<file path="src/enq_cfg_pkg.sv">
package enq_cfg_pkg;

    // five output queues, NF0..NF3 then the CPU port
    localparam int QUEUE_NUM      = 5;
    localparam int CNT_WIDTH      = 32;
    // upper nibble source, lower nibble destination
    localparam int CPU_ADDR_WIDTH = 8;

    typedef logic [QUEUE_NUM-1:0] port_vec_t;
    typedef logic [2:0]           port_idx_t;

    typedef struct packed {
        port_vec_t buffer_almost_full;
        port_vec_t pifo_full;
    } queue_status_t;

    typedef struct packed {
        port_vec_t pifo_in_en;
        port_vec_t buffer_wr_en;
    } enq_ctl_t;

    typedef struct packed {
        logic      valid;
        port_idx_t src_idx;
        port_vec_t dst_vec;
    } drop_event_t;

    typedef struct packed {
        logic [CPU_ADDR_WIDTH-1:0] addr;
        logic                      valid;
    } cpu_req_t;

    typedef struct packed {
        logic [CNT_WIDTH-1:0] data;
        logic                 valid;
    } cpu_resp_t;

endpackage

</file>
<file path="src/sume_meta_pkg.sv">
package sume_meta_pkg;

    ////////////////////////////////////////////////////////////
    // pipeline metadata word, msb first
    ////////////////////////////////////////////////////////////

    typedef struct packed {
        logic [79:0] digest_data;
        logic [7:0]  send_dig_to_cpu;
        // only bit 0 is meaningful
        logic [7:0]  drop;
        logic [7:0]  dst_port;
        logic [7:0]  src_port;
        logic [15:0] pkt_len;
    } sume_meta_t;

    ////////////////////////////////////////////////////////////
    // port byte codes
    ////////////////////////////////////////////////////////////

    // even bits are the NF ports
    localparam logic [7:0] SRC_NF0 = 8'h01;
    localparam logic [7:0] SRC_NF1 = 8'h04;
    localparam logic [7:0] SRC_NF2 = 8'h10;
    localparam logic [7:0] SRC_NF3 = 8'h40;

    // odd bits all point at DMA
    localparam logic [7:0] PORT_DMA_MASK = 8'hAA;

endpackage
</file>
<file path="src/drop_counter_bank.sv">
`timescale 1ns/1ps

module drop_counter_bank
(
    input  logic                      axis_aclk,
    input  logic                      axis_resetn,
    input  enq_cfg_pkg::drop_event_t  drop_ev,
    input  enq_cfg_pkg::cpu_req_t     cpu_req,
    output enq_cfg_pkg::cpu_resp_t    cpu_resp
);

    import enq_cfg_pkg::*;

    // cnt[src][dst]
    logic [CNT_WIDTH-1:0]        cnt [QUEUE_NUM][QUEUE_NUM];

    logic [CPU_ADDR_WIDTH/2-1:0] rd_src;
    logic [CPU_ADDR_WIDTH/2-1:0] rd_dst;
    port_idx_t                   rd_dst_idx;
    logic [CNT_WIDTH-1:0]        rd_data;

    ////////////////////////////////////////////////////////////
    // drop counting
    ////////////////////////////////////////////////////////////

    // one increment per destination of the dropped packet, wraps
    always_ff @(posedge axis_aclk)
    begin
        if (!axis_resetn)
        begin
            for (int s = 0; s < QUEUE_NUM; s++)
            begin
                for (int d = 0; d < QUEUE_NUM; d++)
                begin
                    cnt[s][d] <= '0;
                end
            end
        end
        else if (drop_ev.valid && (drop_ev.src_idx < QUEUE_NUM))
        begin
            for (int d = 0; d < QUEUE_NUM; d++)
            begin
                if (drop_ev.dst_vec[d])
                begin
                    cnt[drop_ev.src_idx][d] <= cnt[drop_ev.src_idx][d] + 1'b1;
                end
            end
        end
    end

    ////////////////////////////////////////////////////////////
    // cpu read port
    ////////////////////////////////////////////////////////////

    assign rd_src = cpu_req.addr[CPU_ADDR_WIDTH-1 -: CPU_ADDR_WIDTH/2];
    assign rd_dst = cpu_req.addr[CPU_ADDR_WIDTH/2-1:0];

    // out of range destination folds onto the cpu column
    assign rd_dst_idx = (rd_dst >= QUEUE_NUM) ? port_idx_t'(QUEUE_NUM - 1)
                                              : port_idx_t'(rd_dst);

    always_comb
    begin
        if (rd_src < QUEUE_NUM)
            rd_data = cnt[port_idx_t'(rd_src)][rd_dst_idx];
        else
            rd_data = '0;
    end

    always_ff @(posedge axis_aclk)
    begin
        if (!axis_resetn)
        begin
            cpu_resp <= '0;
        end
        else
        begin
            cpu_resp.valid <= cpu_req.valid;
            cpu_resp.data  <= rd_data;
        end
    end

endmodule

</file>
<file path="src/enqueue_agent.sv">
`timescale 1ns/1ps

module enqueue_agent
(
    input  logic                        axis_aclk,
    input  logic                        axis_resetn,

    // pipeline stream
    input  logic                        s_axis_tvalid,
    output logic                        s_axis_tready,
    input  sume_meta_pkg::sume_meta_t   s_axis_tuser,
    input  logic                        s_axis_tlast,
    input  logic                        s_axis_tpifo_valid,

    // per port fill status and enables
    input  enq_cfg_pkg::queue_status_t  queue_status,
    output enq_cfg_pkg::enq_ctl_t       ctl,

    // counter read port
    input  enq_cfg_pkg::cpu_req_t       cpu_req,
    output enq_cfg_pkg::cpu_resp_t      cpu_resp
);

    import enq_cfg_pkg::*;

    port_vec_t   dst_vec;
    port_vec_t   eligible_vec;
    port_idx_t   src_idx;
    logic        reject;
    drop_event_t drop_ev;

    meta_decoder u_meta_decoder
    (
        .meta         (s_axis_tuser),
        .pifo_valid   (s_axis_tpifo_valid),
        .status       (queue_status),
        .dst_vec      (dst_vec),
        .src_idx      (src_idx),
        .eligible_vec (eligible_vec),
        .reject       (reject)
    );

    enqueue_fsm u_enqueue_fsm
    (
        .axis_aclk    (axis_aclk),
        .axis_resetn  (axis_resetn),
        .tvalid       (s_axis_tvalid),
        .tlast        (s_axis_tlast),
        .tready       (s_axis_tready),
        .dst_vec      (dst_vec),
        .eligible_vec (eligible_vec),
        .src_idx      (src_idx),
        .reject       (reject),
        .ctl          (ctl),
        .drop_ev      (drop_ev)
    );

    drop_counter_bank u_drop_counter_bank
    (
        .axis_aclk    (axis_aclk),
        .axis_resetn  (axis_resetn),
        .drop_ev      (drop_ev),
        .cpu_req      (cpu_req),
        .cpu_resp     (cpu_resp)
    );

endmodule

</file>
<file path="src/enqueue_fsm.sv">
`timescale 1ns/1ps

module enqueue_fsm
(
    input  logic                      axis_aclk,
    input  logic                      axis_resetn,
    input  logic                      tvalid,
    input  logic                      tlast,
    output logic                      tready,
    input  enq_cfg_pkg::port_vec_t    dst_vec,
    input  enq_cfg_pkg::port_vec_t    eligible_vec,
    input  enq_cfg_pkg::port_idx_t    src_idx,
    input  logic                      reject,
    output enq_cfg_pkg::enq_ctl_t     ctl,
    output enq_cfg_pkg::drop_event_t  drop_ev
);

    import enq_cfg_pkg::*;

    typedef enum logic [1:0] {
        IDLE,
        ENQUEUE,
        DROP
    } state_t;

    state_t      state;
    state_t      state_nxt;
    enq_ctl_t    ctl_nxt;
    drop_event_t drop_nxt;
    logic        last_beat;

    // first beat is judged while tready is low, so it is taken later
    assign tready = (state != IDLE);

    assign last_beat = tvalid & tready & tlast;

    ////////////////////////////////////////////////////////////
    // next state and control
    ////////////////////////////////////////////////////////////

    always_comb
    begin
        state_nxt = state;
        ctl_nxt   = ctl;
        drop_nxt  = '0;

        case (state)
            IDLE:
            begin
                // also ends the write enable one cycle after the last beat
                ctl_nxt = '0;
                if (tvalid)
                begin
                    if (reject)
                    begin
                        state_nxt        = DROP;
                        drop_nxt.valid   = 1'b1;
                        drop_nxt.src_idx = src_idx;
                        drop_nxt.dst_vec = dst_vec;
                    end
                    else
                    begin
                        state_nxt            = ENQUEUE;
                        ctl_nxt.pifo_in_en   = eligible_vec;
                        ctl_nxt.buffer_wr_en = eligible_vec;
                    end
                end
            end

            ENQUEUE:
            begin
                // pifo insert is a single pulse
                ctl_nxt.pifo_in_en = '0;
                if (last_beat)
                begin
                    state_nxt = IDLE;
                end
            end

            DROP:
            begin
                // swallow beats until the end of packet
                if (last_beat)
                begin
                    state_nxt = IDLE;
                end
            end

            default:
            begin
                state_nxt = IDLE;
                ctl_nxt   = '0;
            end
        endcase
    end

    ////////////////////////////////////////////////////////////
    // state and output registers
    ////////////////////////////////////////////////////////////

    always_ff @(posedge axis_aclk)
    begin
        if (!axis_resetn)
        begin
            state   <= IDLE;
            ctl     <= '0;
            drop_ev <= '0;
        end
        else
        begin
            state   <= state_nxt;
            ctl     <= ctl_nxt;
            drop_ev <= drop_nxt;
        end
    end

endmodule

</file>
<file path="src/meta_decoder.sv">
`timescale 1ns/1ps

module meta_decoder
(
    input  sume_meta_pkg::sume_meta_t   meta,
    input  logic                        pifo_valid,
    input  enq_cfg_pkg::queue_status_t  status,
    output enq_cfg_pkg::port_vec_t      dst_vec,
    output enq_cfg_pkg::port_idx_t      src_idx,
    output enq_cfg_pkg::port_vec_t      eligible_vec,
    output logic                        reject
);

    import enq_cfg_pkg::*;
    import sume_meta_pkg::*;

    // fold the destination byte into one bit per queue
    always_comb
    begin
        for (int i = 0; i < QUEUE_NUM - 1; i++)
        begin
            dst_vec[i] = meta.dst_port[2*i];
        end
        // any DMA bit targets the CPU queue
        dst_vec[QUEUE_NUM-1] = |(meta.dst_port & PORT_DMA_MASK);
    end

    // one-hot source to queue index, unknown codes count as CPU
    always_comb
    begin
        case (meta.src_port)
            SRC_NF0:
                src_idx = port_idx_t'(0);
            SRC_NF1:
                src_idx = port_idx_t'(1);
            SRC_NF2:
                src_idx = port_idx_t'(2);
            SRC_NF3:
                src_idx = port_idx_t'(3);
            default:
                src_idx = port_idx_t'(QUEUE_NUM - 1);
        endcase
    end

    // queues that can take the packet right now
    assign eligible_vec = dst_vec & ~status.buffer_almost_full & ~status.pifo_full;

    // drop flag, nowhere to go, or no valid pifo info
    assign reject = meta.drop[0] | ~(|eligible_vec) | ~pifo_valid;

endmodule

</file>
<file path="config.mk">
export PLATFORM = sky130hd
export DESIGN_NAME = enqueue_agent
export DESIGN_NICKNAME = d
export VERILOG_FILES = /design/src/enq_cfg_pkg.sv /design/src/sume_meta_pkg.sv /design/src/drop_counter_bank.sv /design/src/enqueue_agent.sv /design/src/enqueue_fsm.sv /design/src/meta_decoder.sv
export SDC_FILE = /design/constraint.sdc
export NUM_CORES = 2
export LEC_CHECK = 0
export BUFFER_PORTS_ARGS = -buffer_cell sky130_fd_sc_hd__clkbuf_2
export CAP_MARGIN = 10
export CORE_MARGIN = 4
export CORE_UTILIZATION = 40
export CTS_CLUSTER_DIAMETER = 80
export CTS_CLUSTER_SIZE = 28
export DETAILED_ROUTE_END_ITERATION = 12
export GPL_TIMING_DRIVEN = 0
export HOLD_SLACK_MARGIN = 0.12
export MAX_ROUTING_LAYER = met4
export PLACE_DENSITY_LB_ADDON = 0.1
export SYNTH_ARGS = -nofsm -noshare
export SYNTH_HDL_FRONTEND = slang
export SYNTH_HIERARCHICAL = 1
export SYNTH_SLANG_ARGS = --single-unit
</file>
<file path="constraint.sdc">
create_clock -name axis_aclk -period 4.9 [get_ports axis_aclk]
set_input_delay 0.98 -clock axis_aclk [delete_from_list [all_inputs] [get_ports axis_aclk]]
set_output_delay 0.98 -clock axis_aclk [all_outputs]
set_load 0.02 [all_outputs]
</file>
Word level (Yosys, flattened, before mapping)
Memory sizes are Yosys's and may differ from the RTL's. A register that Yosys moved wholly into a read port is not among the register bits.
Index checks and enable logic that the tools add are counted.
- memories kept: 1
- RAM bits: 800
- logic and storage cells: 87
- register bits after elaboration: 54
- bitwise gates (word level): 11
- equal/unequal tests: 8
- $add $sub $neg: 5
- $lt $le $gt $ge: 4
- reduce and logical (&&, ||, !) cells: 11
- multiplexer cells: 39
- memories (memory ; depth ; bits a word ; rd ports ; clocked after Yosys merged registers in ; wr ports ; RTL line ; RTL):
    u_drop_counter_bank.cnt ; 5 ; 160 ; 2 ; 1 ; 5 ; drop_counter_bank.sv:15 ; logic [CNT_WIDTH-1:0] cnt [QUEUE_NUM][QUEUE_NUM];
- operator list (operator ; number):
    $add 32x1->32 const B ; 5
    $mux 160 ; 1
    $reduce_or 160->1 ; 1
    $bmux 32 s3 ; 1
    $mux 32 ; 2
    $mux 1 ; 21
    $mux 10 ; 2
    $pmux 5 s2 ; 2
    $pmux 3 s4 ; 1
    $and 5x5->5 ; 2
    $not 5->5 ; 2
    $mux 3 ; 3
    $mux 9 ; 1
    $eq 8x1->1 const B ; 1
    $eq 8x3->1 const B ; 1
    $eq 8x5->1 const B ; 1
    $eq 8x7->1 const B ; 1
    $mux 2 ; 3
    $mux 5 ; 1
    $reduce_or 5->1 ; 1
    $ge 4x3->1 const B ; 1
    $ge 4x4->1 const B ; 1
    $lt 4x3->1 const B ; 1
    $not 3->4 ; 1
    17 further kinds ; 21

Longest topological paths before layout
- depth in word-level cells: 10
- mapped depth: 20

Hierarchy
The synthesis kept the hierarchy.
- modules (own cells, without submodules) (module ; instances ; sequential area each (um^2) ; cells each ; area each (um^2)):
    drop_counter_bank ; 1 ; 39097.5 ; 4496 ; 68715.9
    enqueue_fsm ; 1 ; 420.4 ; 72 ; 726.9
    meta_decoder ; 1 ; 0.0 ; 25 ; 200.2

Least setup slack after synthesis
Ideal clock, no wire load.
- path type: register -> register
- start point: register u_enqueue_fsm/drop_ev[7] (netlist name)
- end point: memory u_drop_counter_bank/cnt[4][54] in the netlist's numbering, data pin
- arrival: 4155 ps
- library setup time: 203 ps
- period minus slack after synthesis: 4358 ps
- stages on the path, launching flop included: 19
- slack: 542 ps
- path through: dfxtp_1 > buf_2 > inv_1 > buf_2 > buf_2 > buf_4 > buf_2 > buf_2 > buf_6 > buf_2 > buf_2 > mux2_2 > ha_1 > inv_1 > a2111oi_0 > and4_1 > nand3_1 > o31a_1 > nor3_1
- RTL lines (item ; RTL line):
    to (decl) ; drop_counter_bank.sv:15

==> flow_summary.json <==
{
  "root_buffer": "clkbuf_16",
  "ys_seq_area_share_pct": 56.7,
  "tns_ns": -1.50,
  "start_kind": "flop",
  "num_vias": 49293,
  "grt_start_max_net_pins": 29,
  "worstPathArrival_ns": 5.40,
  "finalNonFillerCells": 7757,
  "synth_edf_count": 1280,
  "period_needed_ns": 4.96,
  "ys.flop_type": "edfxtp_1",
  "numClockSinks": 1334,
  "clock_latency_ns": 0.75,
  "routed_wire_length_per_instance_um": 37.4,
  "coreArea_sq_um": 172000,
  "setup_viol": 72,
  "fmax_ghz": 0.202,
  "final_antenna_net_count": 0,
  "violations": "negative setup slack",
  "place_congestion": 0.940,
  "track_usage_pct": 32.8,
  "cp.required_ns": 5.34,
  "cp-end-kind": "flop",
  "initial_utilization_pct": 40.4,
  "yosysWarnings": 6,
  "via_per_inst": 6.35,
  "power_density_nw_per_um2": 315,
  "place_hpwl_um": 207000,
  "hold_class": "input port to flop",
  "clock_skew_ns": 0.0555,
  "layout.nets": 5525,
  "clkSlewWorstSetupHoldPaths_ns": 0.09,
  "cap_violations": 0,
  "overflow": 0,
  "final_common_cell": "edfxtp_1",
  "rows": 152,
  "cp_max_fo": 22,
  "cts_buffers": 87,
  "pre_cts_slack_ns": -4.32,
  "ys_types": 94,
  "fillers": 15427,
  "setup_ws_ns": -0.0564,
  "area_growth_pct": 16.4,
  "pin_count": 196,
  "drt_first_iter_violations": 7555,
  "hold_buffers": 0,
  "leakage_uw": 0.0280,
  "netlist_instances": 4593,
  "synthArstFlopShare_pct": 0,
  "dp_cells": 7514,
  "drcViolationCount": 0,
  "totalWireLength_um": 290000,
  "ir_worst_vdd_mv": 0.261,
  "drive_above_1_share_pct": 25.6,
  "yosys_register_bits": 1334,
  "die_h_um": 425,
  "drv_slew": 0,
  "path_class": "flop to flop",
  "netlist_area_sq_um": 69600,
  "avgSynthCellArea_sq_um": 15.2,
  "rsz0062_at_grt": "true",
  "fp.dieW_um": 425,
  "drt_pass1_iterations": 6,
  "port_buffers": 79,
  "cts_tree": "done",
  "max-slew-margin-rel_pct": 5.63,
  "die_area_sq_um": 181000,
  "cts.htree.levels": 3,
  "clock_path_buffers": 3,
  "finalHoldViolCount": 0,
  "antenna_found_initial": 9,
  "layout_common_cells": "edfxtp_1, mux4_2, conb_1, nor2_1, nor3_1",
  "status": "complete, but fails checks",
  "worstMarginPinSlew_ns": 1.42,
  "grt_pass1_wl_um": 393000,
  "grt_pass1_vias": 47096,
  "min_period_over_period_pct": 101
}
==> flip-flops by register name, indices dropped and copies added (netlist names) <==
name,count
u_drop_counter_bank/cnt,1280
u_drop_counter_bank/cpu_resp,33
u_enqueue_fsm/ctl,10
u_enqueue_fsm/drop_ev,9
u_enqueue_fsm/state,2
==> synthesized netlist by cell type (all sizes together) (6+ instances only) <==
library cell	count	area, sq um
a21oi	62	318
a31oi	37	231
nor3	364	1860
nand4	41	284
nand4b	13	114
nand3	72	375
nor4b	12	160
a22oi	68	515
and2	47	294
and4	34	298
mux2i	252	2530
nor4	47	562
dfxtp	54	1080
xor2	10	95.1
o21ai	38	198
o22ai	11	81.3
nor2	435	1630
o31ai	8	60.1
or2	12	75.1
nor2b	40	253
a21boi	9	71.3
a211oi	72	551
or4	25	218
clkbuf	195	732
ha	7	87.6
or3	13	86.3
o21a	6	45.0
inv	67	251
and3	34	214
nor3b	38	302
buf	164	1340
o31a	12	105
nand3b	6	45.0
xnor2	42	368
mux4	608	13800
nand2	266	1010
edfxtp	1280	38400
mux2	54	608
==> metrics by stage <==
step / total power, uW / utilization [%] / hold WS, ns / area [sq um]
2_1_floorplan: 15300 / - / 0.487 / 71400
3_3_place_gp: 16800 / 43.4 / 0.467 / 74700
3_5_place_dp: 16900 / 44.0 / 0.468 / 75900
4_1_cts: 25600 / 46.7 / 0.419 / 80400
5_1_grt: 26300 / 47.0 / 0.468 / 81000
6_report: 25500 / 47.0 / 0.471 / 81000
==> power by group <==
| group | switching (uW) | internal [uW] |
|---|---|---|
| clock network | 4670 | 3920 |
| registers | 232 | 13000 |
| logic | 2470 | 1290 |
==> final cells by class <==
class	count	area [sq um]	area share (%)
Clock buffer	92	2260	2.79
Inverter	67	251	0.310
Multi-Input combinational cell	3311	30300	37.4
Tap cell	2310	2890	3.57
Buffer	355	2590	3.19
Timing Repair Buffer	210	2250	2.78
Sequential cell	1334	39500	48.8
Clock inverter	71	935	1.15
Antenna cell	7	17.5	0.0216
==> critical path, stage by stage, from the launching register on <==
cell,delay (ns)
dfxtp_1,0.33
buf_6,0.14
buf_12,0.16
buf_12,0.19
buf_12,0.19
buf_12,0.24
buf_12,0.23
o21ai_0,0.09
and3_1,0.29
clkbuf_1,0.23
and2_0,0.24
nand2_1,0.58
clkbuf_1,0.79
nand2_2,0.54
buf_12,0.34
==> cells by family after synthesis <==
family	synth area share (%)
AO/OA/AOI/OAI	3.45
XOR/XNOR	0.665
buffers and inverters	3.36
adder cells (fa/ha/maj)	0.126
AND/OR/NAND/NOR	11.3
other	0.00538
multiplexers	24.3
flip-flops	56.7
==> timing repair <==
action / CTS / global route
pin swaps: 23 / 10
setup endpoints to repair: 2032 / 520
resized for setup: 229 / 67
gates cloned: 1 / 0
setup buffers: 52 / 17
==> metal layers <==
| layer | track usage [%] | wire length [um] | vias to the layer above |
|---|---|---|---|
| li1 | - | - | 19659 |
| met5 | - | 0 | - |
| met1 | 43.9 | 113000 | 25937 |
| met2 | 47.8 | 127000 | 3108 |
| met4 | 16.0 | 17800 | 0 |
| met3 | 6.79 | 32400 | 589 |
==> final timing paths <==
kind                                       startpoint                                             to  cells after the start  slack [ns]
hold reg to reg     u_enqueue_fsm/ctl[9]$_SDFFE_PN0P_              u_enqueue_fsm/ctl[9]$_SDFFE_PN0P_                      2        0.49
setup / recovery  u_enqueue_fsm/drop_ev[5]$_SDFF_PN0_  u_drop_counter_bank/cnt[4][151]$_SDFFCE_PN0P_                     14       -0.06
hold / removal                             cpu_req[0]     u_drop_counter_bank/cpu_resp[0]$_SDFF_PN0_                      2        0.47
setup reg to reg  u_enqueue_fsm/drop_ev[5]$_SDFF_PN0_  u_drop_counter_bank/cnt[4][151]$_SDFFCE_PN0P_                     14       -0.06
Power figures use the tool's default switching activity.
